[src/verilog/lane_macros.svh]
// Lane sizes, pipeline depth and operation codes, included by the package, RTL and testbench
`ifndef LANE_MACROS_SVH
`define LANE_MACROS_SVH

// Port counts and storage sizes
`define LANE_RD_PORTS    4
`define LANE_WR_PORTS    2
`define LANE_WORD_W      32
`define LANE_BYTES       4
`define LANE_VRF_DEPTH   64
`define LANE_VMRF_DEPTH  32

// Edges from issue to ALU result
`define LANE_WB_DELAY    4

// ALU operations
`define LANE_OP_ADD      3'd0
`define LANE_OP_SUB      3'd1
`define LANE_OP_AND      3'd2
`define LANE_OP_OR       3'd3
`define LANE_OP_XOR      3'd4
`define LANE_OP_SLT      3'd5
`define LANE_OP_SEQ      3'd6

// Operand 2 sources
`define LANE_OP2_VEC     2'd0
`define LANE_OP2_SCALAR  2'd1
`define LANE_OP2_IMM     2'd2

// Element widths, code 3 is unused
`define LANE_SEW_8       2'd0
`define LANE_SEW_16      2'd1
`define LANE_SEW_32      2'd2

// Write data sources
`define LANE_SRC_ALU     1'b0
`define LANE_SRC_LOAD    1'b1

`endif

[src/verilog/lane_pkg.sv]
// Vector typedefs for the lane widths, imported by every RTL module and the testbench
`include "lane_macros.svh"

package lane_pkg;

    // One register word and its byte enables
    typedef logic [`LANE_WORD_W-1:0] word_t;
    typedef logic [`LANE_BYTES-1:0]  bwen_t;

    // Addresses into the register file and the mask file
    typedef logic [$clog2(`LANE_VRF_DEPTH)-1:0]  vreg_addr_t;
    typedef logic [$clog2(`LANE_VMRF_DEPTH)-1:0] mask_addr_t;

    // Element selection
    typedef logic [1:0] sew_t;
    typedef logic [1:0] el_idx_t;

    // Slot command fields
    typedef logic [2:0] alu_op_t;
    typedef logic [1:0] op2_sel_t;
    typedef logic [4:0] imm_t;
    typedef logic       wr_src_t;

endpackage

[src/verilog/lane_alu.sv]
// One slot ALU, aligns the command with its operands and registers result, mask bit and valid
`timescale 1ns/1ps
`include "lane_macros.svh"

module lane_alu import lane_pkg::*; (
    input  logic     clk_i,
    input  logic     rst_i,
    input  sew_t     vsew_i,
    input  logic     issue_valid_i,
    input  alu_op_t  alu_op_i,
    input  op2_sel_t op2_sel_i,
    input  word_t    x_data_i,
    input  imm_t     imm_i,
    input  word_t    op1_i,
    input  word_t    op2_vec_i,
    output word_t    result_o,
    output logic     mask_o,
    output logic     valid_o
);

    // Operands arrive one stage before the result
    localparam int CMD_STAGES = `LANE_WB_DELAY - 1;
    localparam int LAST = CMD_STAGES - 1;

    logic     vld_q  [CMD_STAGES];
    alu_op_t  op_q   [CMD_STAGES];
    op2_sel_t sel_q  [CMD_STAGES];
    word_t    x_q    [CMD_STAGES];
    imm_t     imm_q  [CMD_STAGES];

    word_t wmask;
    word_t op2;
    word_t a;
    word_t b;
    word_t res;
    logic  cmp;

    //////////////////////////////////////////////////
    // Command delay line
    //////////////////////////////////////////////////
    always_ff @(posedge clk_i) begin
        if (!rst_i) begin
            for (int i = 0; i < CMD_STAGES; i++) begin
                vld_q[i] <= 1'b0;
                op_q[i]  <= '0;
                sel_q[i] <= '0;
                x_q[i]   <= '0;
                imm_q[i] <= '0;
            end
        end else begin
            vld_q[0] <= issue_valid_i;
            op_q[0]  <= alu_op_i;
            sel_q[0] <= op2_sel_i;
            x_q[0]   <= x_data_i;
            imm_q[0] <= imm_i;
            for (int i = 1; i < CMD_STAGES; i++) begin
                vld_q[i] <= vld_q[i-1];
                op_q[i]  <= op_q[i-1];
                sel_q[i] <= sel_q[i-1];
                x_q[i]   <= x_q[i-1];
                imm_q[i] <= imm_q[i-1];
            end
        end
    end

    // Operands are cut to the element width before use
    always_comb begin
        case (vsew_i)
            `LANE_SEW_8:  wmask = word_t'(8'hff);
            `LANE_SEW_16: wmask = word_t'(16'hffff);
            `LANE_SEW_32: wmask = '1;
            default:      wmask = '0;
        endcase
        case (sel_q[LAST])
            `LANE_OP2_VEC:    op2 = op2_vec_i;
            `LANE_OP2_SCALAR: op2 = x_q[LAST];
            `LANE_OP2_IMM:    op2 = word_t'(imm_q[LAST]);
            default:          op2 = '0;
        endcase
        a   = op1_i & wmask;
        b   = op2 & wmask;
        cmp = 1'b0;
        case (op_q[LAST])
            `LANE_OP_ADD: res = a + b;
            `LANE_OP_SUB: res = a - b;
            `LANE_OP_AND: res = a & b;
            `LANE_OP_OR:  res = a | b;
            `LANE_OP_XOR: res = a ^ b;
            `LANE_OP_SLT: begin
                cmp = (a < b);
                res = word_t'(cmp);
            end
            `LANE_OP_SEQ: begin
                cmp = (a == b);
                res = word_t'(cmp);
            end
            default:      res = '0;
        endcase
        res = res & wmask;
    end

    always_ff @(posedge clk_i) begin
        if (!rst_i) begin
            valid_o <= 1'b0;
        end else begin
            valid_o <= vld_q[LAST];
        end
        result_o <= res;
        mask_o   <= cmp;
    end

    // Unused SEW or op2 codes never issue
    a_legal_cmd: assert property (@(posedge clk_i) disable iff (!rst_i)
        issue_valid_i |-> (vsew_i != 2'd3 && op2_sel_i != 2'd3))
        else $error("command issued with an unused SEW or op2 code");

endmodule

[config.mk]
export PLATFORM = sky130hd
export DESIGN_NAME = lane_alu
export DESIGN_NICKNAME = d
export VERILOG_FILES = /design/src/verilog/lane_pkg.sv /design/src/verilog/lane_alu.sv
export VERILOG_INCLUDE_DIRS = /design/src /design/src/verilog
export SDC_FILE = /design/constraint.sdc
export NUM_CORES = 1
export LEC_CHECK = 0
export ABC_CLOCK_PERIOD_IN_PS = 5500
export BUFFER_PORTS_ARGS = -buffer_cell sky130_fd_sc_hd__buf_2
export CORE_MARGIN = 1
export CORE_UTILIZATION = 35
export DETAILED_ROUTE_END_ITERATION = 16
export REMOVE_ABC_BUFFERS = 1
export SLEW_MARGIN = 15
export SYNTH_ARGS = -nofsm -noshare
export SYNTH_HDL_FRONTEND = slang
export SYNTH_SLANG_ARGS = --single-unit
[constraint.sdc]
create_clock -name clk_i -period 5.5 [get_ports clk_i]
set_input_delay 1.1 -clock clk_i [delete_from_list [all_inputs] [get_ports clk_i]]
set_output_delay 1.1 -clock clk_i [all_outputs]
set_load 0.02 [all_outputs]
==> results.json <==
{
  "synth_area_leaders": "dfxtp_1, ha_1, and2_1, nand2_1, a21oi_1",
  "max-slew-margin-rel_pct": 28.2,
  "p_int_mw": 2.25,
  "swShare_pct": 32.3,
  "clock_latency_ns": 0.44,
  "die_w_microns": 175,
  "slowest_stage": "ha_1",
  "ant_nets": 0,
  "vias": 9699,
  "post_cts.repair.setup_buffers": 0,
  "drt-met1-wl_microns": 15900,
  "drt-vias-per-instance": 5.25,
  "synthCells": 1326,
  "period_share_pct": 79.3,
  "combPwrFrac_pct": 24.4,
  "final-instance-count-excl-fill": 1846,
  "top_layer": "met4",
  "fillers": 3081,
  "synth_edf_count": 0,
  "crit_required_ns": 5.84,
  "clock.fmax_mhz": 229,
  "core_sq_um": 29600,
  "ys_types": 82,
  "clock-sinks": 163,
  "clk_path_buf_depth": 2,
  "avgSynthCellArea_sq_um": 7.95,
  "hold_slack_ns": 0.423,
  "htree_levels": 4,
  "start_util_pct": 35.5,
  "wirelength_microns": 33100,
  "cts_tree": "built",
  "dieArea_sq_um": 30800,
  "area_growth_pct": 16.6,
  "async_reset_ff_share_pct": 0,
  "power_mw": 3.33,
  "finalMaxSlewViolations": 0,
  "grt_pass1_vias": 9295,
  "synth_area_leader_cell": "dfxtp_1",
  "ctsHoldBuffers": 0,
  "synth_area_sq_um": 10500,
  "ys_warn_count": 0,
  "rsz0062_at_grt": "no",
  "wl_per_cell_microns": 17.9,
  "grt_start_max_net_pins": 131,
  "place_inst": 1814,
  "fin_crit_ns": 4.36,
  "grt_usage_pct": 21.8,
  "pwr-share-clk_pct": 37.8,
  "clk_pin_slew_worst_paths_ns": 0.07,
  "dr.pass1.iters": 5,
  "gp_congestion": 0.966,
  "met3_length_microns": 2190,
  "nNetsFinal": 1654,
  "port_buffers": 144,
  "postPlaceCellArea_sq_um": 11700,
  "worstPathArrival_ns": 4.70,
  "ir_drop_mv": 0.201,
  "dp_hpwl_microns": 23900,
  "leakage_nw": 5.73,
  "power_switching_mw": 1.08,
  "startpoint_type": "input pin",
  "powerDensity_nw_per_um2": 271,
  "finalInstanceArea_sq_um": 12300,
  "critical-path-max-stage-delay_ns": 0.55,
  "gr-total-overflow": 0,
  "cts_buffers": 17,
  "yosysSeqAreaShare_pct": 31.0,
  "synthTopCellsByCount": "dfxtp_1, and2_1, nand2_1",
  "diodes": 0,
  "cp_max_fo": 12,
  "tightest_slew_ns": 1.07,
  "end_kind": "flip-flop",
  "die_h_microns": 175,
  "synth.most_common_cell": "dfxtp_1",
  "layout-drive-gt1-share_pct": 18.3,
  "critPathKind": "input pin to flip-flop",
  "hold_viol_final": 0,
  "drt_iter0_markers": 732,
  "synth_top_area_share_pct": 31.0,
  "path_cells": "buf_2, inv_1, ha_1, nor2_1, buf_4, nand2_1, ha_1, and3_1, nand2_1, o221ai_1, o211ai_1, buf_4, a211oi_2, buf_4, nand2_1, a211o_1, a31oi_1",
  "grt_pass1_wl_microns": 52000,
  "drc": 0,
  "sequentialPowerShare_pct": 37.8,
  "maxCapViolCount": 0,
  "post_cts_resized": 0,
  "antenna_found_initial": 0,
  "setup-violations-final": 0,
  "synth-main-ff-cell": "dfxtp_1",
  "hp-class": "flip-flop to flip-flop",
  "fin_skew_ns": 0.0104,
  "cts_root_buf": "clkbuf_16",
  "synth-seq-cells": 163,
  "setup_tns_ns": 0,
  "rows": 63,
  "io_pins": 145,
  "outcome": "finished clean",
  "met2_length_microns": 14100
}
==> cells by family after synthesis <==
kind of cell | count (synthesis) | share of synthesized area [%]
xor gates and xnor gates | 17 | 1.41
DFF | 163 | 31.0
AOI/OAI and AO/OA | 333 | 20.7
and+or+nand+nor | 491 | 24.0
adders and majority gates | 100 | 12.0
buffers and inverters | 182 | 6.77
muxes | 40 | 4.12
==> area by class of cell <==
class	instances	area, sq um	area share (%)
multi-input combinational	981	6560	53.4
clock buffer	18	439	3.58
tap	390	488	3.97
sequential	163	3270	26.6
clock inverter	14	166	1.35
inverter	102	383	3.12
timing repair buffer	178	978	7.96
==> stage by stage <==
step	utilization [%]	setup WS [ns]
6_report	41.4	1.14
5_1_grt	41.4	0.883
4_1_cts	41.4	1.17
3_5_place_dp	39.4	0.733
3_3_place_gp	39.4	0.756
2_1_floorplan	-	0.977
==> placed cells by master, fill, tap and decap left out, drive strengths merged, types with 15 or more instances in the layout <==
cell,Yosys,layout
buf,21,178
dfxtp,163,163
and2,136,136
nand2,133,133
inv,99,107
a21oi,99,99
ha,98,98
nor2,88,88
o21ai,71,71
nor3,30,30
mux2,27,27
a31oi,24,24
a21o,23,23
nand3,22,22
nand2b,21,21
nor2b,18,18
clkbuf,59,18
a211oi,15,15
==> power by group through the flow <==
| stage | sequential (mW) | clock [mW] | combinational [mW] |
|---|---|---|---|
| 2_1_floorplan | 1.32 | 0 | 0.499 |
| 3_3_place_gp | 1.29 | 0 | 0.803 |
| 3_5_place_dp | 1.29 | 0 | 0.803 |
| 4_1_cts | 1.26 | 1.29 | 0.808 |
| 5_1_grt | 1.27 | 1.34 | 0.897 |
| 6_report | 1.26 | 1.26 | 0.813 |
==> per-layer routing <==
layer	track usage, %	vias to the layer above
met5	0	-
met3	3.59	48
met2	33.6	375
met1	30.6	4510
met4	7.64	0
li1	-	4766
==> critical path: cells and delay by family <==
| kind | cells | cell delay [ns] |
|---|---|---|
| compound gates | 5 | 1.26 |
| fa+ha+maj | 2 | 0.89 |
| simple gates | 5 | 0.71 |
| buf+inv | 5 | 0.70 |
==> worst paths after layout <==
check / startpoint / to / slack [ns] / cells after the start
setup / recovery: vsew_i[0] / result_o[23] / 1.14 / 17
hold / removal: x_q[0][59] / x_q[0][91] / 0.42 / 1
setup reg to reg: sel_q[0][4] / result_o[23] / 1.30 / 14
hold reg to reg: x_q[0][59] / x_q[0][91] / 0.42 / 1
==> registers in the layout (all words and copies together) (netlist names) <==
register,flops
result_o,32
x_q,96
valid_o,1
op_q,9
vld_q,3
imm_q,15
mask_o,1
sel_q,6
Power figures use the tool's default switching activity.
