File: src/verilog/lane_macros.svh
// Lane sizes, pipeline depth and operation codes, included by the package, RTL and testbench
`ifndef LANE_MACROS_SVH
`define LANE_MACROS_SVH

// Port counts and storage sizes
`define LANE_RD_PORTS    4
`define LANE_WR_PORTS    2
`define LANE_WORD_W      32
`define LANE_BYTES       4
`define LANE_VRF_DEPTH   64
`define LANE_VMRF_DEPTH  32

// Edges from issue to ALU result
`define LANE_WB_DELAY    4

// ALU operations
`define LANE_OP_ADD      3'd0
`define LANE_OP_SUB      3'd1
`define LANE_OP_AND      3'd2
`define LANE_OP_OR       3'd3
`define LANE_OP_XOR      3'd4
`define LANE_OP_SLT      3'd5
`define LANE_OP_SEQ      3'd6

// Operand 2 sources
`define LANE_OP2_VEC     2'd0
`define LANE_OP2_SCALAR  2'd1
`define LANE_OP2_IMM     2'd2

// Element widths, code 3 is unused
`define LANE_SEW_8       2'd0
`define LANE_SEW_16      2'd1
`define LANE_SEW_32      2'd2

// Write data sources
`define LANE_SRC_ALU     1'b0
`define LANE_SRC_LOAD    1'b1

`endif

File: src/verilog/lane_pkg.sv
// Vector typedefs for the lane widths, imported by every RTL module and the testbench
`include "lane_macros.svh"

package lane_pkg;

    // One register word and its byte enables
    typedef logic [`LANE_WORD_W-1:0] word_t;
    typedef logic [`LANE_BYTES-1:0]  bwen_t;

    // Addresses into the register file and the mask file
    typedef logic [$clog2(`LANE_VRF_DEPTH)-1:0]  vreg_addr_t;
    typedef logic [$clog2(`LANE_VMRF_DEPTH)-1:0] mask_addr_t;

    // Element selection
    typedef logic [1:0] sew_t;
    typedef logic [1:0] el_idx_t;

    // Slot command fields
    typedef logic [2:0] alu_op_t;
    typedef logic [1:0] op2_sel_t;
    typedef logic [4:0] imm_t;
    typedef logic       wr_src_t;

endpackage

File: src/verilog/writeback_stage.sv
// Slot write-back, delays write controls to the ALU result and owns the mask file
`timescale 1ns/1ps
`include "lane_macros.svh"

module writeback_stage import lane_pkg::*; (
    input  logic                             clk_i,
    input  logic                             rst_i,
    input  logic       [`LANE_WR_PORTS-1:0] issue_valid_i,
    input  vreg_addr_t [`LANE_WR_PORTS-1:0] wr_addr_i,
    input  bwen_t      [`LANE_WR_PORTS-1:0] wr_bwen_i,
    input  wr_src_t    [`LANE_WR_PORTS-1:0] wr_src_i,
    input  word_t      [`LANE_WR_PORTS-1:0] load_data_i,
    input  logic       [`LANE_WR_PORTS-1:0] vm_i,
    input  mask_addr_t [`LANE_WR_PORTS-1:0] vmrf_addr_i,
    input  logic       [`LANE_WR_PORTS-1:0] vmrf_wen_i,
    input  word_t      [`LANE_WR_PORTS-1:0] alu_result_i,
    input  logic       [`LANE_WR_PORTS-1:0] alu_mask_i,
    input  logic       [`LANE_WR_PORTS-1:0] alu_valid_i,
    output logic       [`LANE_WR_PORTS-1:0] rf_wr_en_o,
    output vreg_addr_t [`LANE_WR_PORTS-1:0] rf_wr_addr_o,
    output word_t      [`LANE_WR_PORTS-1:0] rf_wr_data_o,
    output bwen_t      [`LANE_WR_PORTS-1:0] rf_wr_bwen_o
);

    localparam int LAST = `LANE_WB_DELAY - 1;

    logic       [`LANE_WR_PORTS-1:0] vld_q   [`LANE_WB_DELAY];
    vreg_addr_t [`LANE_WR_PORTS-1:0] addr_q  [`LANE_WB_DELAY];
    bwen_t      [`LANE_WR_PORTS-1:0] bwen_q  [`LANE_WB_DELAY];
    wr_src_t    [`LANE_WR_PORTS-1:0] src_q   [`LANE_WB_DELAY];
    word_t      [`LANE_WR_PORTS-1:0] load_q  [`LANE_WB_DELAY];
    logic       [`LANE_WR_PORTS-1:0] vm_q    [`LANE_WB_DELAY];
    mask_addr_t [`LANE_WR_PORTS-1:0] maddr_q [`LANE_WB_DELAY];
    logic       [`LANE_WR_PORTS-1:0] mwen_q  [`LANE_WB_DELAY];

    logic [`LANE_VMRF_DEPTH-1:0] vmrf_q;

    //////////////////////////////////////////////////
    // Write control delay line
    //////////////////////////////////////////////////
    always_ff @(posedge clk_i) begin
        if (!rst_i) begin
            for (int i = 0; i < `LANE_WB_DELAY; i++) begin
                vld_q[i]   <= '0;
                addr_q[i]  <= '0;
                bwen_q[i]  <= '0;
                src_q[i]   <= '0;
                load_q[i]  <= '0;
                vm_q[i]    <= '0;
                maddr_q[i] <= '0;
                mwen_q[i]  <= '0;
            end
        end else begin
            vld_q[0]   <= issue_valid_i;
            addr_q[0]  <= wr_addr_i;
            bwen_q[0]  <= wr_bwen_i;
            src_q[0]   <= wr_src_i;
            load_q[0]  <= load_data_i;
            vm_q[0]    <= vm_i;
            maddr_q[0] <= vmrf_addr_i;
            mwen_q[0]  <= vmrf_wen_i;
            for (int i = 1; i < `LANE_WB_DELAY; i++) begin
                vld_q[i]   <= vld_q[i-1];
                addr_q[i]  <= addr_q[i-1];
                bwen_q[i]  <= bwen_q[i-1];
                src_q[i]   <= src_q[i-1];
                load_q[i]  <= load_q[i-1];
                vm_q[i]    <= vm_q[i-1];
                maddr_q[i] <= maddr_q[i-1];
                mwen_q[i]  <= mwen_q[i-1];
            end
        end
    end

    // Mask file, slot 1 is written last and wins
    always_ff @(posedge clk_i) begin
        if (!rst_i) begin
            vmrf_q <= '0;
        end else begin
            for (int s = 0; s < `LANE_WR_PORTS; s++) begin
                if (vld_q[LAST][s] && mwen_q[LAST][s]) begin
                    vmrf_q[maddr_q[LAST][s]] <= alu_mask_i[s];
                end
            end
        end
    end

    // Data select and masked byte enables
    always_comb begin
        for (int s = 0; s < `LANE_WR_PORTS; s++) begin
            rf_wr_en_o[s]   = vld_q[LAST][s];
            rf_wr_addr_o[s] = addr_q[LAST][s];
            rf_wr_data_o[s] = (src_q[LAST][s] == `LANE_SRC_LOAD) ? load_q[LAST][s]
                                                                  : alu_result_i[s];
            rf_wr_bwen_o[s] = bwen_q[LAST][s];
            if (vm_q[LAST][s]) begin
                rf_wr_bwen_o[s] = bwen_q[LAST][s] & {`LANE_BYTES{vmrf_q[maddr_q[LAST][s]]}};
            end
        end
    end

    // The delay line must stay aligned with the ALU valid
    a_valid_align: assert property (@(posedge clk_i) disable iff (!rst_i)
        vld_q[LAST] == alu_valid_i)
        else $error("write-back valid out of step with ALU valid");

endmodule
File: config.mk
export PLATFORM = sky130hd
export DESIGN_NAME = writeback_stage
export DESIGN_NICKNAME = d
export VERILOG_FILES = /design/src/verilog/lane_pkg.sv /design/src/verilog/writeback_stage.sv
export VERILOG_INCLUDE_DIRS = /design/src /design/src/verilog
export SDC_FILE = /design/constraint.sdc
export NUM_CORES = 1
export LEC_CHECK = 0
export BUFFER_PORTS_ARGS = -buffer_cell sky130_fd_sc_hd__buf_2
export CAP_MARGIN = 20
export CELL_PAD_IN_SITES_DETAIL_PLACEMENT = 2
export CELL_PAD_IN_SITES_GLOBAL_PLACEMENT = 2
export CORE_MARGIN = 2
export CORE_UTILIZATION = 30
export CTS_BUF_LIST = sky130_fd_sc_hd__clkbuf_8
export DETAILED_ROUTE_END_ITERATION = 10
export GPL_TIMING_DRIVEN = 0
export HOLD_SLACK_MARGIN = 0.05
export PLACE_DENSITY = 0.75
export SLEW_MARGIN = 10
export SYNTH_ARGS = -nofsm -noshare
export SYNTH_HDL_FRONTEND = slang
export SYNTH_SLANG_ARGS = --single-unit
File: constraint.sdc
create_clock -name clk_i -period 2.2 [get_ports clk_i]
set_input_delay 0.11 -clock clk_i [delete_from_list [all_inputs] [get_ports clk_i]]
set_output_delay 0.11 -clock clk_i [all_outputs]
set_load 0.05 [all_outputs]
==> results of run 1 <==
==> logic make-up (layout without fill, tap and decap cells) <==
kind of cell	after synthesis	in the layout	share of synthesized area [%]
flops	440	440	62.3
simple gates	519	519	22.2
other cells	0	8	0
mux	101	101	8.18
compound gates	85	85	4.72
buf+inv	86	599	2.54
==> sequential cells by signal (all words and copies together), names as in the netlist <==
register,flops
addr_q,48
load_q,256
vmrf_q,32
mwen_q,8
bwen_q,32
src_q,8
vld_q,8
vm_q,8
maddr_q,40
==> report_power, final <==
part	internal, mW	switching (mW)	total [mW]
combinational	0.515	0.695	1.21
clock	4.02	3.51	7.52
sequential	8.23	0.0821	8.31
total	12.8	4.28	17.0
==> final cells by class <==
class                           count  area share [%]
Clock inverter                     43            1.37
Antenna cell                        8           0.103
Sequential cell                   440            45.5
Multi-Input combinational cell    705            26.8
Inverter                            5          0.0968
Tap cell                          607            3.92
Timing Repair Buffer              385            13.6
Buffer                             75            2.20
Clock buffer                       91            6.46
==> synth_stat cells (all sizes together), types with 8 or more instances <==
master,instances
o21ai,23
clkbuf,60
a211oi,10
nor3,13
dfxtp,440
o211a,14
buf,21
nand2,36
o311ai,14
mux2,76
nor2,26
mux2i,21
and2,416
o311a,8
==> layer usage <==
metal  global-route usage [%]  wire length, um  up-vias
met3                     4.73             2290      103
met4                     9.07             1770        2
met2                     35.4            25200      302
met1                     21.3            18800     5222
met5                        0               11        -
li1                         -                -     4946
==> through the flow <==
stage / setup TNS (ns) / worst slack (ns) / utilization [%]
CTS: -3.41 / -0.456 / 41.3
finish: -3.18 / -0.417 / 41.7
global route: -4.25 / -0.576 / 41.6
detailed placement: -2.56 / -0.429 / 34.7
floorplan: 0 / 0.286 / -
global placement: -2.13 / -0.460 / 34.7
==> tightest hold or removal path, cell delays in order <==
cell and delay (ns):
dlygate4sd3_1 0.52, buf_2 0.09, and2_1 0.10
==> cells in the final DEF, fill, tap and decap left out, drive strengths merged, types with 3 or more instances in the layout <==
cell type,instances
nor3,13
dlygate4sd3,105
nor3b,4
buf,298
inv,35
and3b,3
o311ai,14
o21ai,23
mux2i,21
a211oi,10
or3,4
dfxtp,440
mux4,4
a221oi,3
o22ai,3
o211a,14
and2,416
nand3,3
diode,8
nor4b,4
mux2,76
nand3b,3
nor2,26
clkinv,11
clkbuf,148
nand2,36
o311a,8
==> worst max path at each step <==
| stage | end | slack, ns | depth (start not counted) |
|---|---|---|---|
| 6_report | rf_wr_bwen_o[0] | -0.42 | 9 |
| 5_1_grt | rf_wr_bwen_o[0] | -0.58 | 9 |
| 4_1_cts | rf_wr_bwen_o[1] | -0.46 | 9 |
| 3_5_place_dp | rf_wr_bwen_o[7] | -0.43 | 6 |
| 3_3_place_gp | rf_wr_bwen_o[7] | -0.46 | 6 |
| 2_1_floorplan | rf_wr_bwen_o[0] | 0.29 | 7 |
==> repair_timing <==
action	CTS	global route
hold buffers	105	0
pin swaps	12	14
gates cloned	1	0
endpoints found under the setup margin	73	25
hold endpoints to repair	118	0
resized for setup	105	22
buffers inserted	16	10
==> impl_metrics.ini, run 1 <==
[flow_run]
cap_viol_max_count = 0

[power]
ir_drop_mv = 0.572
finalPower_mw = 17.0
p_per_area_mw_per_mm2 = 879
p_leak_nw = 8.25

[cts]
clock_latency_ns = 0.65
cts_made_buffers = 76
cts_max_level = 3
cts_tree = done
numClockSinks = 440
clk_pin_slew_ns = 0.06
root_buffer = clkbuf_8
cts_buffer_depth = 3

[critical_path]
crit_buf_inv = 4
cp-end-kind = primary output
worstRegToRegCells = 8
r2r_slack_ns = 0.03
critPathKind = reg -> out
crit_start = maddr_q[3][3]
worstSetupStartpointType = flip-flop
critical_path_required_ns = 2.09
cp_top_family = simple AND/OR/NAND/NOR gates
cp_max_fo = 6
crit_top_cell = buf_6
worstPathArrival_ns = 2.51
r2r-start = maddr_q[3][1]
max_stage_delay_ns = 0.38
worstPathCellList = buf_6 -> or3b_1 -> buf_6 -> o22ai_4 -> nor3_2 -> o211ai_1 -> buf_4 -> and2_4 -> buf_8
critPathSlowestCell = or3b_1
reg2reg_to = vmrf_q[28]

[route]
drt-wirelength-per-cell_um = 20.4
finalWirelength_um = 48000
drc_errors = 0
drt_iter0_markers = 409
firstDrtPassIters = 5
viasPerCell = 4.48
vias = 10600
postRouteAntennaNets = 0

[synth]
synth.avg_cell_area_sq_um = 11.5
synth-seq-cells = 440
ys_warn_count = 0
synth_edf_count = 0
yosysUniqueCellTypes = 45
syn_inst = 1231
yosysTopAreaCell = dfxtp_1
synthArstFlopShare_pct = 0
synthesis.area_sq_mm = 0.0141
synth.net_count = 1403
yosys.area.top_type_share_pct = 62.3
ys_seq_area_share_pct = 62.3
synthFlopType = dfxtp_1
synth.area.top_cells = dfxtp_1 (62%), and2_1 (18%), mux2_2 (6.1%)

[finish]
areaGrowthSynthToFinish_pct = 37.2
design_area_sq_mm = 0.0194
finalNonFillerCells = 2359
drive_gt1_share_pct = 31.1
multi_input_area_sq_mm = 0.00520
layout.area.seq_sq_mm = 0.00882
fin_nets = 1860
fillers = 4807

[worst_hold_path]
hp-class = in -> reg
min_to = addr_q[0][9]
min-delay-start = wr_addr_i[9]
hold_depth = 3

[floorplanning]
row_count = 79
core-area_sq_mm = 0.0466
start_util_pct = 30.4
die_y_um = 221
die_x_um = 221
die_area_sq_mm = 0.0489
ios = 258

[placed_design]
dpl.cell_count = 2091
numPortBuffers = 253
dp_hpwl_um = 28500
gp_congestion = 0.825
place_area_sq_mm = 0.0162

[timing]
rsz0062_at_grt = yes
finalSetupViolations = 8
hold_viol = 0
slew_headroom_pct = 38.9
fin_ws_ns = -0.417
min_period_ns = 2.62
fmax_ghz = 0.382
skew_ns = 0.0277
fin_crit_sh_pct = 119
maxSlewViolCount = 0
hold_ws_ns = 0.190
worst_slew_pin_slew_ns = 0.912

[global_routing]
grt_max_degree = 12
antenna_found_initial = 9
grt.total_usage_pct = 19.5
grt_pass1_wl_um = 72800
grt_pass1_vias = 12200
overflow = 0

[status]
violations = negative setup slack
status = finished, violations left
No activity file was read; power rests on OpenSTA's default activity.
==> run 2: changes to the inputs <==
==> constraint.sdc (replaced) <==
create_clock -name clk_i -period 2.2 [get_ports clk_i]
set_input_delay 0.33 -clock clk_i [delete_from_list [all_inputs] [get_ports clk_i]]
set_output_delay 0.33 -clock clk_i [all_outputs]
set_load 0.05 [all_outputs]
==> run 2 against run 1 <==
Net effect: the run still ends with negative setup slack left; final area rose by 2.3%; via count rose by 0.48%; first-iteration DRC count rose by 21%; clock skew barely moved; core utilization rose by 0.96 points; power rose by 1.2%; setup slack got worse by 0.24 ns; largest cell class unchanged; largest power group unchanged.
==> impl_metrics.ini, run 2 (synthesized netlist as in run 1, its figures left out) <==
[status]
status = finished, violations left
violations = negative setup slack

[power]
p_leak_nw = 8.47
ir_drop_mv = 1.14
p_per_area_mw_per_mm2 = 869

[finish]
drive_gt1_share_pct = 31.3
final_common_cell = dfxtp_1
largest_reg_flops = 256
top_register = load_q
final_cell_mix = dfxtp_1 (429), and2_1 (408), buf_2 (217)
areaGrowthSynthToFinish_pct = 40.4
finalNonFillerCells = 2359
fin_nets = 1862
largestRegisters = load_q: 256 flops, addr_q: 48 flops, maddr_q: 40 flops
final_util_pct = 42.6

[floorplanning]
start_util_pct = 30.4
die_y_um = 221
row_count = 79
die_x_um = 221
core-area_sq_mm = 0.0466
die_area_sq_mm = 0.0489
ios = 258

[flow_run]
cap_viol_max_count = 0

[route]
firstDrtPassIters = 4
drt_iter0_markers = 496
postRouteAntennaNets = 0
viasPerCell = 4.50
finalWirelength_um = 52400
drc_errors = 0
vias = 10600
drt-wirelength-per-cell_um = 22.2

[cts]
cts_tree = done
cts_made_buffers = 76
cts_max_level = 3
clk_pin_slew_ns = 0.06
root_buffer = clkbuf_8
clock_latency_ns = 0.67
numClockSinks = 440
cts_buffer_depth = 3

[worst_hold_path]
min-delay-start = alu_mask_i[0]
min_to = vmrf_q[31]
hp-class = in -> reg
hold_depth = 3

[critical_path]
worstRegToRegCells = 8
critPathKind = reg -> out
critical_path_required_ns = 1.87
r2r_slack_ns = 0.05
r2r-start = maddr_q[3][1]
worstPathArrival_ns = 2.53
cp-end-kind = primary output
reg2reg_to = vmrf_q[28]
worstSetupStartpointType = flip-flop
cp_max_fo = 6

[placed_design]
dpl.cell_count = 2091
numPortBuffers = 253
dp_hpwl_um = 28500
gp_congestion = 0.825

[global_routing]
grt_pass1_vias = 12300
antenna_found_initial = 6
grt.total_usage_pct = 19.8
grt_max_degree = 12
overflow = 0
grt_pass1_wl_um = 73600

[timing]
finalSetupViolations = 16
min_period_ns = 2.86
fin_ws_ns = -0.661
skew_ns = 0.0278
fin_crit_sh_pct = 130
rsz0062_at_grt = yes
worst_slew_pin_slew_ns = 0.923
maxSlewViolCount = 0
hold_viol = 0
setup_tns_ns = -5.38
hold_ws_ns = 0.156
slew_headroom_pct = 38.2
fmax_ghz = 0.350
## run 2: changes by cell type in the layout (fill, tap and decap cells not counted), moves of 2 or more
cell	before	now
buf_4	27	25
mux2_2	72	47
mux2_4	4	29
buf_6	12	22
clkbuf_16	0	3
buf_8	7	27
dfxtp_4	1	3
dfxtp_2	10	8
buf_12	4	7
buf_2	247	217
diode_2	8	6
dlygate4sd3_1	105	103
## run 2: per-layer routing
metal / wire (um) / global-route usage, %
met5: 0 / 0
met4: 1780 / 9.07
met3: 2300 / 4.02
met2: 28300 / 36.9
met1: 19900 / 21.3
## run 2: layout make-up
type	instances	area [sq um]
sequential	440	8830
tap	607	759
inverter	5	18.8
fill	4732	26700
antenna	6	15.0
multi-input combinational	705	5280
clock inverter	43	265
timing repair buffer	387	2950
buffer	75	472
clock buffer	91	1250
## run 2: worst max-delay path by stage
stage	startpoint	endpoint	depth (start not counted)
2_1_floorplan	maddr_q[3][3]	rf_wr_bwen_o[0]	7
3_3_place_gp	maddr_q[3][8]	rf_wr_bwen_o[7]	6
3_5_place_dp	maddr_q[3][8]	rf_wr_bwen_o[7]	6
4_1_cts	maddr_q[3][4]	rf_wr_bwen_o[1]	9
5_1_grt	maddr_q[3][4]	rf_wr_bwen_o[0]	9
6_report	maddr_q[3][3]	rf_wr_bwen_o[0]	9
## run 2: what timing repair did
item,CTS,global route
cloned,1,3
hold buffers,103,0
endpoints found under the setup margin,76,61
resized for setup,142,108
setup buffers,16,11
pin swaps,12,13
endpoints found under the hold margin,104,0
## run 2: through the flow
| stage | worst slack [ns] | total power, mW | area [sq um] |
|---|---|---|---|
| 2_1_floorplan | 0.0656 | 9.06 | 14100 |
| 3_3_place_gp | -0.680 | 9.41 | 16200 |
| 3_5_place_dp | -0.649 | 9.46 | 16200 |
| 4_1_cts | -0.676 | 17.1 | 19300 |
| 5_1_grt | -0.794 | 18.0 | 19800 |
| 6_report | -0.661 | 17.2 | 19800 |
## run 2: worst max-delay path: stages, from the launching register on
cell      delay [ns]
dfxtp_2         0.33
buf_6           0.13
or3b_1          0.39
buf_6           0.15
o22ai_4         0.17
nor3_2          0.07
o211ai_1        0.18
buf_4           0.17
and2_4          0.15
buf_8           0.14
## run 2: report_power, final
part           switching, mW  internal [mW]
registers             0.0927           8.22
clock network           3.58           4.02
logic                  0.742          0.591
total                   4.42           12.8
