===== src/verilog/lane_macros.svh =====
// Lane sizes, pipeline depth and operation codes, included by the package, RTL and testbench
`ifndef LANE_MACROS_SVH
`define LANE_MACROS_SVH

// Port counts and storage sizes
`define LANE_RD_PORTS    4
`define LANE_WR_PORTS    2
`define LANE_WORD_W      32
`define LANE_BYTES       4
`define LANE_VRF_DEPTH   64
`define LANE_VMRF_DEPTH  32

// Edges from issue to ALU result
`define LANE_WB_DELAY    4

// ALU operations
`define LANE_OP_ADD      3'd0
`define LANE_OP_SUB      3'd1
`define LANE_OP_AND      3'd2
`define LANE_OP_OR       3'd3
`define LANE_OP_XOR      3'd4
`define LANE_OP_SLT      3'd5
`define LANE_OP_SEQ      3'd6

// Operand 2 sources
`define LANE_OP2_VEC     2'd0
`define LANE_OP2_SCALAR  2'd1
`define LANE_OP2_IMM     2'd2

// Element widths, code 3 is unused
`define LANE_SEW_8       2'd0
`define LANE_SEW_16      2'd1
`define LANE_SEW_32      2'd2

// Write data sources
`define LANE_SRC_ALU     1'b0
`define LANE_SRC_LOAD    1'b1

`endif


===== src/verilog/lane_pkg.sv =====
// Vector typedefs for the lane widths, imported by every RTL module and the testbench
`include "lane_macros.svh"

package lane_pkg;

    // One register word and its byte enables
    typedef logic [`LANE_WORD_W-1:0] word_t;
    typedef logic [`LANE_BYTES-1:0]  bwen_t;

    // Addresses into the register file and the mask file
    typedef logic [$clog2(`LANE_VRF_DEPTH)-1:0]  vreg_addr_t;
    typedef logic [$clog2(`LANE_VMRF_DEPTH)-1:0] mask_addr_t;

    // Element selection
    typedef logic [1:0] sew_t;
    typedef logic [1:0] el_idx_t;

    // Slot command fields
    typedef logic [2:0] alu_op_t;
    typedef logic [1:0] op2_sel_t;
    typedef logic [4:0] imm_t;
    typedef logic       wr_src_t;

endpackage


===== src/verilog/element_extract.sv =====
// Per read port element selector, picks a byte, halfword or word by SEW and index
`timescale 1ns/1ps
`include "lane_macros.svh"

module element_extract import lane_pkg::*; (
    input  logic    clk_i,
    input  logic    rst_i,
    input  sew_t    vsew_i,
    input  el_idx_t el_idx_i,
    input  word_t   rd_data_i,
    output word_t   elem_o
);

    el_idx_t idx_d1;
    el_idx_t idx_d2;
    word_t   elem_next;

    // Index follows the two-cycle register file read
    always_ff @(posedge clk_i) begin
        if (!rst_i) begin
            idx_d1 <= '0;
            idx_d2 <= '0;
        end else begin
            idx_d1 <= el_idx_i;
            idx_d2 <= idx_d1;
        end
    end

    // Zero-extended element
    always_comb begin
        case (vsew_i)
            `LANE_SEW_8:  elem_next = word_t'(rd_data_i[{idx_d2, 3'b000} +: 8]);
            `LANE_SEW_16: elem_next = word_t'(rd_data_i[{idx_d2[0], 4'b0000} +: 16]);
            `LANE_SEW_32: elem_next = rd_data_i;
            default:      elem_next = '0;
        endcase
    end

    always_ff @(posedge clk_i) begin
        elem_o <= elem_next;
    end

endmodule


===== config.mk =====
export PLATFORM = sky130hd
export DESIGN_NAME = element_extract
export DESIGN_NICKNAME = d
export VERILOG_FILES = /design/src/verilog/lane_pkg.sv /design/src/verilog/element_extract.sv
export VERILOG_INCLUDE_DIRS = /design/src /design/src/verilog
export SDC_FILE = /design/constraint.sdc
export NUM_CORES = 1
export LEC_CHECK = 0
export BUFFER_PORTS_ARGS = -buffer_cell sky130_fd_sc_hd__buf_2
export CORE_MARGIN = 3
export CORE_UTILIZATION = 50
export CTS_CLUSTER_DIAMETER = 200
export DETAILED_ROUTE_END_ITERATION = 10
export PLACE_DENSITY = 0.86
export SETUP_SLACK_MARGIN = 0.2
export SYNTH_ARGS = -nofsm -noshare
export SYNTH_HDL_FRONTEND = slang
export SYNTH_SLANG_ARGS = --single-unit

===== constraint.sdc =====
create_clock -name clk_i -period 1.7 [get_ports clk_i]
set_input_delay 0.34 -clock clk_i [delete_from_list [all_inputs] [get_ports clk_i]]
set_output_delay 0.34 -clock clk_i [all_outputs]
set_load 0.05 [all_outputs]

==> results of run 1 <==
## cells by family (layout without fill, tap and decap cells)
logic type | count (synthesis) | in the layout
AND/OR/NAND/NOR | 62 | 62
multiplexers | 24 | 24
buffers and inverters | 13 | 83
flip-flops | 36 | 36
AO/OA/AOI/OAI | 32 | 32
## area by class of cell
class | count | share of cell area
multi-input cells | 118 | 0.3936
well taps | 44 | 0.02698
clock buffers | 8 | 0.02882
repair buffers | 75 | 0.1974
flip-flops and latches | 36 | 0.3532
## sequential cells by signal (all words and copies together) (netlist names)
| name | count |
|---|---|
| elem_o | 32 |
| idx_d1 | 2 |
| idx_d2 | 2 |
## stage by stage
stage	power [mW]	hold slack [ns]	cells	cell area (µm²)
after global routing	1.901	0.2229	281	2041
after CTS	1.833	0.2087	281	2041
after floorplan	1.255	0.4118	167	1649
after global placement	1.368	0.4212	273	1982
after detailed placement	1.373	0.4243	273	1982
final	1.814	0.2217	281	2041
## cells in the mapped netlist, drive strengths merged
| master | n |
|---|---|
| a21oi | 8 |
| a221oi | 1 |
| and2 | 20 |
| and2b | 1 |
| buf | 11 |
| clkbuf | 2 |
| dfxtp | 36 |
| mux2i | 24 |
| nand2 | 15 |
| nand2b | 2 |
| nor2 | 7 |
| nor2b | 7 |
| nor3 | 8 |
| nor3b | 1 |
| nor4b | 1 |
| o211a | 7 |
| o21a | 1 |
| o21ai | 8 |
| o22ai | 7 |
## power breakdown
| group | internal, mW | switching, mW |
|---|---|---|
| logic | 0.145 | 0.301 |
| registers | 0.895 | 0.0124 |
| clock network | 0.204 | 0.257 |
## final timing paths
| path | end | slack (ns) | cells after the start |
|---|---|---|---|
| max | elem_o[7] | 0.41 | 4 |
| min | idx_d1[0] | 0.22 | 2 |
| max reg2reg | elem_o[7] | 0.41 | 4 |
| min reg2reg | idx_d2[0] | 0.44 | 1 |
## layer usage
metal	share of wire	vias to the layer above	global-route usage
met3	0.053	4	0.04813
met1	0.43	648	0.1987
met5	0	-	0
met4	0.012	0	0.07278
met2	0.50	38	0.3155
li1	-	717	-
## worst reg2reg max path: stages, from the launching register on
cell and delay (ns):
dfxtp_1 0.48, buf_4 0.25, mux2i_1 0.21, a21oi_1 0.08, o21a_1 0.18
==> flow_summary.yaml, run 1 <==
power_and_ir_drop:
  power_leakage_nw: 0.9756
  p_per_area_nw_per_um2: 889.1
  peakVddDrop_mv: 0.4161
sta:
  finalHoldViolCount: 0
  slew_violations: 0
  period_needed_ns: 1.293
  slew_headroom: 0.7115
  fmax_mhz: 773.3
  worstMarginPinSlew_ns: 0.4328
  period_share: 0.7607
  rsz0062_at_grt: "false"
  finClkSkew_ns: 0.007181
  setup_tns_ns: 0
  timing.final.ws_setup_ns: 0.4068
  finalSetupViolCount: 0
synthesis:
  synth-xor-area-share: 0
  synth.avg_cell_area_um2: 9.875
  synthAdderAreaFrac: 0
  synth-compound-area-share: 0.1313
  synth_nets: 205
  synthMuxAreaShare: 0.1457
  synth_cell_types: 25
  synth_top_family_by_area: "simple AND/OR/NAND/NOR gates"
  postSynthCellCount: 167
  synth_seq_cells: 36
  ys_seq_area_frac: 0.4370
  synthSimpleGateAreaFrac: 0.2102
  synth.top_cell.area_share: 0.4370
  synth_area_um2: 1649
  synth-warning-count: 0
  synth.largest_area_cell: "dfxtp_1"
  yosys-top-cells-area: "dfxtp_1 44%, mux2i_1 15%, and2_1 7.6%, o211a_1 4.2%, nand2_1 3.4%"
grt:
  overflow: 0
  grt_use_total: 0.1778
  grt_max_degree: 27
  grt_pass1_vias: 1378
  grt_first_pass_wirelength_um: 5761
  antenna_found_initial: 0
die:
  core_area_um2: 3103
  rows: 20
  initial_core_util: 0.5315
  ios: 70
  die_w_um: 63.43
  dieArea_um2: 4023
  die-height_um: 63.43
clock_tree:
  root_buffer: "clkbuf_4"
  path_clk_slew_ns: 0.10
  cts_buffer_depth: 2
  cts.sinks: 36
  cts_resized: 0
  clock_latency_ns: 0.32
  cts_made_buffers: 5
  cts_setup_buffers: 0
  cts-htree-levels: 2
  cts_tree: "done"
  ctsHoldBuffers: 0
critical_path:
  cp_slowest_cell: "dfxtp_1"
  worst_path_largest_cell_delay_ns: 0.48
  crit_start: "idx_d2[0]"
  critPathTopFamily: "flip-flops"
  required_ns: 1.91
  r2r-start: "idx_d2[0]"
  end_kind: "flip-flop"
  crit_path_start_kind: "flip-flop"
  crit_buf_inv: 1
  worstPathArrival_ns: 1.51
  worst-path-max-fanout: 8
  worstSetupPathType: "reg2reg"
  crit_chain: "buf_4 > mux2i_1 > a21oi_1 > o21a_1"
layout:
  diodes: 0
  seqCellArea_um2: 720.7
  final_util: 0.6577
  drive_gt1_frac: 0.3544
  multiInputGateArea_um2: 803.3
  final_common_cell: "buf_2"
  syn_to_final_growth_pct: 23.75
  fill_cells: 271
  nets: 274
  most-common-layout-cells: "69 x buf_2, 36 x dfxtp_1, 24 x mux2i_1"
routing:
  dr.pass1.iters: 4
  first_iter_violations: 57
  ant_nets: 0
  wirelength_um: 3503
  wire_per_inst_um: 12.47
  num_vias: 1407
  avgViaCountPerCell: 5.007
  drc: 0
outcome:
  status: "completed"
placement:
  gp_congestion: 0.7634
  dp_hpwl_um: 2665
  dp_slack_ns: 0.3135
  port_buffers: 69
min_path:
  min_from: "el_idx_i[0]"
  hp-class: "in2reg"
job:
  maxCapViolations: 0
No activity file was read; power rests on OpenSTA's default activity.
==> run 2, diff against run 1 <==
CORE_UTILIZATION = 47   (was 50)
PLACE_DENSITY = 0.82   (was 0.86)
clock period = 1.28 ns   (was 1.7 ns; I/O delays follow)
==> run 2 against run 1 <==
  * Sequential power up 38%
  * Setup slack worse by 0.26 ns
  * Routed wire length up 37%
  * First-iteration DRC count up 61%
  * Via count up 9.7%
  * Critical path depth unchanged
  * Power up 54%
  * Final cell count up 3.9%
  * Clock power up 69%
  * Register-to-register slack worse by 0.26 ns
  * Clock-buffer cell count down 2
==> flow_summary.yaml, run 2 (synthesis results as in run 1) <==
placement:
  port_buffers: 69
  dp_hpwl_um: 2846
  gp_congestion: 0.8499
clock_tree:
  cts_tree: "done"
  cts.sinks: 36
  cts_buffer_depth: 2
  path_clk_slew_ns: 0.10
  cts_made_buffers: 5
  root_buffer: "clkbuf_4"
  cts-htree-levels: 2
  ctsHoldBuffers: 0
  clock_latency_ns: 0.34
routing:
  drc: 0
  num_vias: 1544
  first_iter_violations: 92
  dr.pass1.iters: 4
  ant_nets: 0
  wirelength_um: 4797
  avgViaCountPerCell: 5.288
  wire_per_inst_um: 16.43
job:
  maxCapViolations: 0
grt:
  grt_max_degree: 25
  grt_use_total: 0.2162
  antenna_found_initial: 0
  overflow: 0
  grt_first_pass_wirelength_um: 6941
  grt_pass1_vias: 1450
die:
  initial_core_util: 0.5148
  rows: 20
  core_area_um2: 3203
  die_w_um: 65.24
  die-height_um: 65.24
  ios: 70
  dieArea_um2: 4256
sta:
  period_needed_ns: 1.137
  period_share: 0.8881
  rsz0062_at_grt: "true"
  fmax_mhz: 879.7
  setup_tns_ns: 0
  finClkSkew_ns: 0.01104
  finalSetupViolCount: 0
  slew_violations: 0
  worstMarginPinSlew_ns: 0.6818
  slew_headroom: 0.5455
  holdWs_ns: 0.1178
  finalHoldViolCount: 0
layout:
  largest_reg_flops: 32
  regMostFlops: "elem_o"
  diodes: 0
  fill_cells: 185
  final_common_cell: "buf_2"
  most-common-layout-cells: "37 x buf_2, 32 x dfxtp_2, 22 x mux2i_1"
  drive_gt1_frac: 0.5645
  nets: 285
  syn_to_final_growth_pct: 57.59
  final_util: 0.8113
  largest_registers: "elem_o (32), idx_d1 (2), idx_d2 (2)"
critical_path:
  rrSetupSlack_ns: 0.14
  worst-path-max-fanout: 6
  required_ns: 1.51
  crit_chain: "clkbuf_16 > mux2i_1 > nand2_1 > o211a_1"
  worstPathArrival_ns: 1.37
  crit_buf_inv: 1
  crit_path_start_kind: "flip-flop"
  path_depth: 4
  cp_slowest_cell: "dfxtp_4"
  r2r_cells: 4
  worstSetupPathType: "reg2reg"
  r2r-start: "idx_d2[1]"
  r2r_end: "elem_o[4]"
  end_kind: "flip-flop"
  worst_path_largest_cell_delay_ns: 0.42
  critPathTopFamily: "flip-flops"
power_and_ir_drop:
  power_leakage_nw: 1.153
  p_per_area_nw_per_um2: 1078
  p_total_mw: 2.801
  peakVddDrop_mv: 1.023
min_path:
  hp-class: "in2reg"
  min_from: "el_idx_i[0]"
  holdPathEnd: "idx_d1[0]"
  worstHoldPathCells: 2
outcome:
  status: "completed"
==> run 2: cell types whose count changed in the layout (fill, tap and decap cells not counted), sizes merged <==
cell / delta
clkinv: +1
bufinv: +1
buf: +9
==> run 2: power by group <==
group          internal, mW  switching [mW]  total [mW]
logic                 0.342           0.434       0.775
clock network         0.410           0.371       0.780
registers              1.20          0.0451        1.25
==> run 2: worst max-delay path by stage <==
stage	to	startpoint	slack (ns)
5_1_grt	elem_o[4]	idx_d2[1]	0.12
3_5_place_dp	elem_o[10]	vsew_i[0]	-0.05
6_report	elem_o[4]	idx_d2[1]	0.14
2_1_floorplan	elem_o[0]	idx_d2[1]	0.22
3_3_place_gp	elem_o[6]	idx_d2[0]	-0.03
4_1_cts	elem_o[23]	elem_o[23]	0.17
==> run 2: what timing repair did <==
| action | CTS | global route |
|---|---|---|
| pin swaps | 0 | 2 |
| endpoints found under the setup margin | 41 | 48 |
| hold endpoints to repair | 0 | 0 |
| buffers inserted | 5 | 1 |
| gates cloned | 1 | 2 |
| gates resized for setup | 101 | 34 |
==> run 2: worst register-to-register path, cell delays in order, from the launching register on <==
cell       delay, ns
dfxtp_4         0.42
clkbuf_16       0.17
mux2i_1         0.22
nand2_1         0.09
o211a_1         0.13
==> run 2: layout make-up <==
cell class,instances,area [µm²],area share
clock buffers,6,41.29,0.01589
clock inverters,2,35.03,0.01348
repair buffers,86,833.3,0.3207
well taps,44,55.05,0.02118
multi-input cells,118,865.8,0.3332
flip-flops and latches,36,768.2,0.2956
==> run 2: through the flow <==
| step | std cells | instance area, µm² | setup slack (ns) |
|---|---|---|---|
| final | 292 | 2599 | 0.1432 |
| after global routing | 292 | 2599 | 0.1204 |
| after CTS | 289 | 2431 | 0.1691 |
| after detailed placement | 275 | 2009 | -0.04730 |
| after global placement | 275 | 2009 | -0.03208 |
| after floorplan | 167 | 1649 | 0.2205 |
==> run 2: routing by layer <==
metal | routed length (µm) | GRT usage | share of wire | up-vias
met5 | 0 | 0 | 0 | -
li1 | - | - | - | 737
met1 | 1797 | 0.2423 | 0.37 | 745
met3 | 301 | 0.05470 | 0.063 | 8
met4 | 70 | 0.07254 | 0.015 | 0
met2 | 2629 | 0.3944 | 0.55 | 54
==> run 3, diff against run 2 <==
BUFFER_PORTS_ARGS = -buffer_cell sky130_fd_sc_hd__clkbuf_2   (was -buffer_cell sky130_fd_sc_hd__buf_2)
CELL_PAD_IN_SITES_DETAIL_PLACEMENT = 0   (was unset)
CELL_PAD_IN_SITES_GLOBAL_PLACEMENT = 1   (was unset)
CORE_UTILIZATION = 34   (was 47)
PLACE_DENSITY = 0.81   (was 0.82)
==> run 3 against run 2 <==
  * Via count decreased by 7.0%
  * Sequential share of layout area increased by 0.62 points
  * Setup slack improved by 0.017 ns
  * First-iteration DRC count decreased by 62%
  * Combinational power decreased by 8.1%
  * Clock skew decreased by 0.0072 ns
  * Sequential power about the same
  * Non-clock buffer count decreased by 3
  * Register-to-register slack improved by 0.02 ns
  * Maximum frequency increased by 1.5%
  * Clock-buffer cell count increased by 2
  * Utilization decreased by 27 points
  * Largest cell class unchanged
==> flow_summary.yaml, run 3 (synthesis results as in run 1) <==
power_and_ir_drop:
  p_per_area_nw_per_um2: 1140
  power_leakage_nw: 1.101
  peakVddDrop_mv: 0.4396
die:
  rows: 24
  initial_core_util: 0.3661
  dieArea_um2: 5722
  die_w_um: 75.65
  die-height_um: 75.65
  core_area_um2: 4504
  ios: 70
layout:
  final_util: 0.5383
  largest_registers: "elem_o (32), idx_d1 (2), idx_d2 (2)"
  final_common_cell: "clkbuf_2"
  largest_reg_flops: 32
  final_area_um2: 2425
  drive_gt1_frac: 0.4367
  nets: 282
  syn_to_final_growth_pct: 47.04
  fill_cells: 432
  regMostFlops: "elem_o"
  diodes: 0
  most-common-layout-cells: "37 x clkbuf_2, 27 x dfxtp_1, 26 x buf_4"
sta:
  finalSetupViolCount: 0
  rsz0062_at_grt: "true"
  finClkSkew_ns: 0.003881
  slew_headroom: 0.8695
  worstMarginPinSlew_ns: 0.1903
  period_share: 0.8751
  timing.final.ws_setup_ns: 0.1598
  fmax_mhz: 892.7
  period_needed_ns: 1.120
  setup_tns_ns: 0
  slew_violations: 0
  finalHoldViolCount: 0
  holdWs_ns: 0.1708
grt:
  antenna_found_initial: 0
  grt_first_pass_wirelength_um: 6389
  grt_max_degree: 15
  grt_pass1_vias: 1329
  overflow: 0
  grt_use_total: 0.1494
clock_tree:
  ctsHoldBuffers: 0
  cts.sinks: 36
  cts_buffer_depth: 2
  path_clk_slew_ns: 0.07
  clock_latency_ns: 0.29
  cts_tree: "done"
  root_buffer: "clkbuf_8"
  cts_made_buffers: 5
  cts-htree-levels: 2
placement:
  dp_hpwl_um: 2851
  placed_area_um2: 2047
  port_buffers: 69
  gp_congestion: 0.7533
  dp_slack_ns: 0.03313
routing:
  dr.pass1.iters: 4
  met3WireLength_um: 287
  wl_met2_um: 1824
  highest-signal-layer: "met4"
  wire_per_inst_um: 13.44
  num_vias: 1436
  wirelength_um: 3993
  first_iter_violations: 35
  met1Wirelength_um: 1797
  ant_nets: 0
  drc: 0
  avgViaCountPerCell: 4.835
min_path:
  hp-class: "in2reg"
  min_from: "el_idx_i[0]"
critical_path:
  crit_start: "idx_d2[0]"
  worstSetupEndpoint: "elem_o[7]"
  r2r_end: "elem_o[7]"
  required_ns: 1.46
  end_kind: "flip-flop"
  r2r-start: "idx_d2[0]"
  worstSetupPathType: "reg2reg"
  worst-path-max-fanout: 14
  rrSetupSlack_ns: 0.16
  crit_path_start_kind: "flip-flop"
  r2r_cells: 4
  worstPathArrival_ns: 1.30
outcome:
  status: "completed"
job:
  maxCapViolations: 0
-- run 3: cell count changes in the layout (fill, tap and decap cells not counted), moves of 3 or more --
cell,change
nor2_1,+4
buf_2,-37
clkbuf_4,-5
dfxtp_1,+25
clkbuf_8,+10
nor2_2,-3
buf_4,+15
buf_8,-10
clkbuf_2,+37
buf_6,-10
dfxtp_2,-23
-- run 3: timing repair --
item | in CTS | in global routing
endpoints found under the setup margin | 40 | 36
setup buffers | 2 | 1
gates cloned | 1 | 0
pin swaps | 1 | 0
endpoints found under the hold margin | 0 | 0
resized for setup | 49 | 44
-- run 3: area by class of cell --
class	count	area (µm²)	area share
clock buffers	8	90.09	0.03715
multi-input cells	118	844.6	0.3483
flip-flops and latches	36	732.0	0.3019
well taps	52	65.06	0.02683
repair buffers	83	693.2	0.2859
-- run 3: worst min-delay path by stage --
| stage | end | slack [ns] | cells past startpoint |
|---|---|---|---|
| floorplan | elem_o[10] | 0.36 | 2 |
| global placement | idx_d2[0] | 0.42 | 1 |
| detailed placement | idx_d2[0] | 0.42 | 1 |
| CTS | idx_d1[0] | 0.17 | 2 |
| global route | idx_d1[1] | 0.18 | 2 |
| finish | idx_d1[0] | 0.17 | 2 |
-- run 3: layer usage --
| metal | up-vias | GRT usage |
|---|---|---|
| li1 | 728 | - |
| met1 | 645 | 0.1944 |
| met2 | 53 | 0.2253 |
| met3 | 10 | 0.05145 |
| met4 | 0 | 0.06214 |
| met5 | - | 0 |
-- run 3: critical path, stage by stage, from the launching register on --
cell     delay [ns]
dfxtp_2        0.34
buf_12         0.15
nor4b_2        0.26
a21oi_1        0.07
o21a_1         0.18
-- run 3: report_power, final --
group          leakage, nW  switching [mW]  internal, mW
Combinational        0.755           0.412         0.301
Clock               0.0455           0.388         0.439
Sequential           0.301          0.0299          1.19
-- run 3: through the flow --
step | cells | power (mW)
CTS | 296 | 2.760
global placement | 285 | 1.845
detailed placement | 285 | 1.847
finish | 297 | 2.764
floorplan | 167 | 1.667
global route | 297 | 2.900
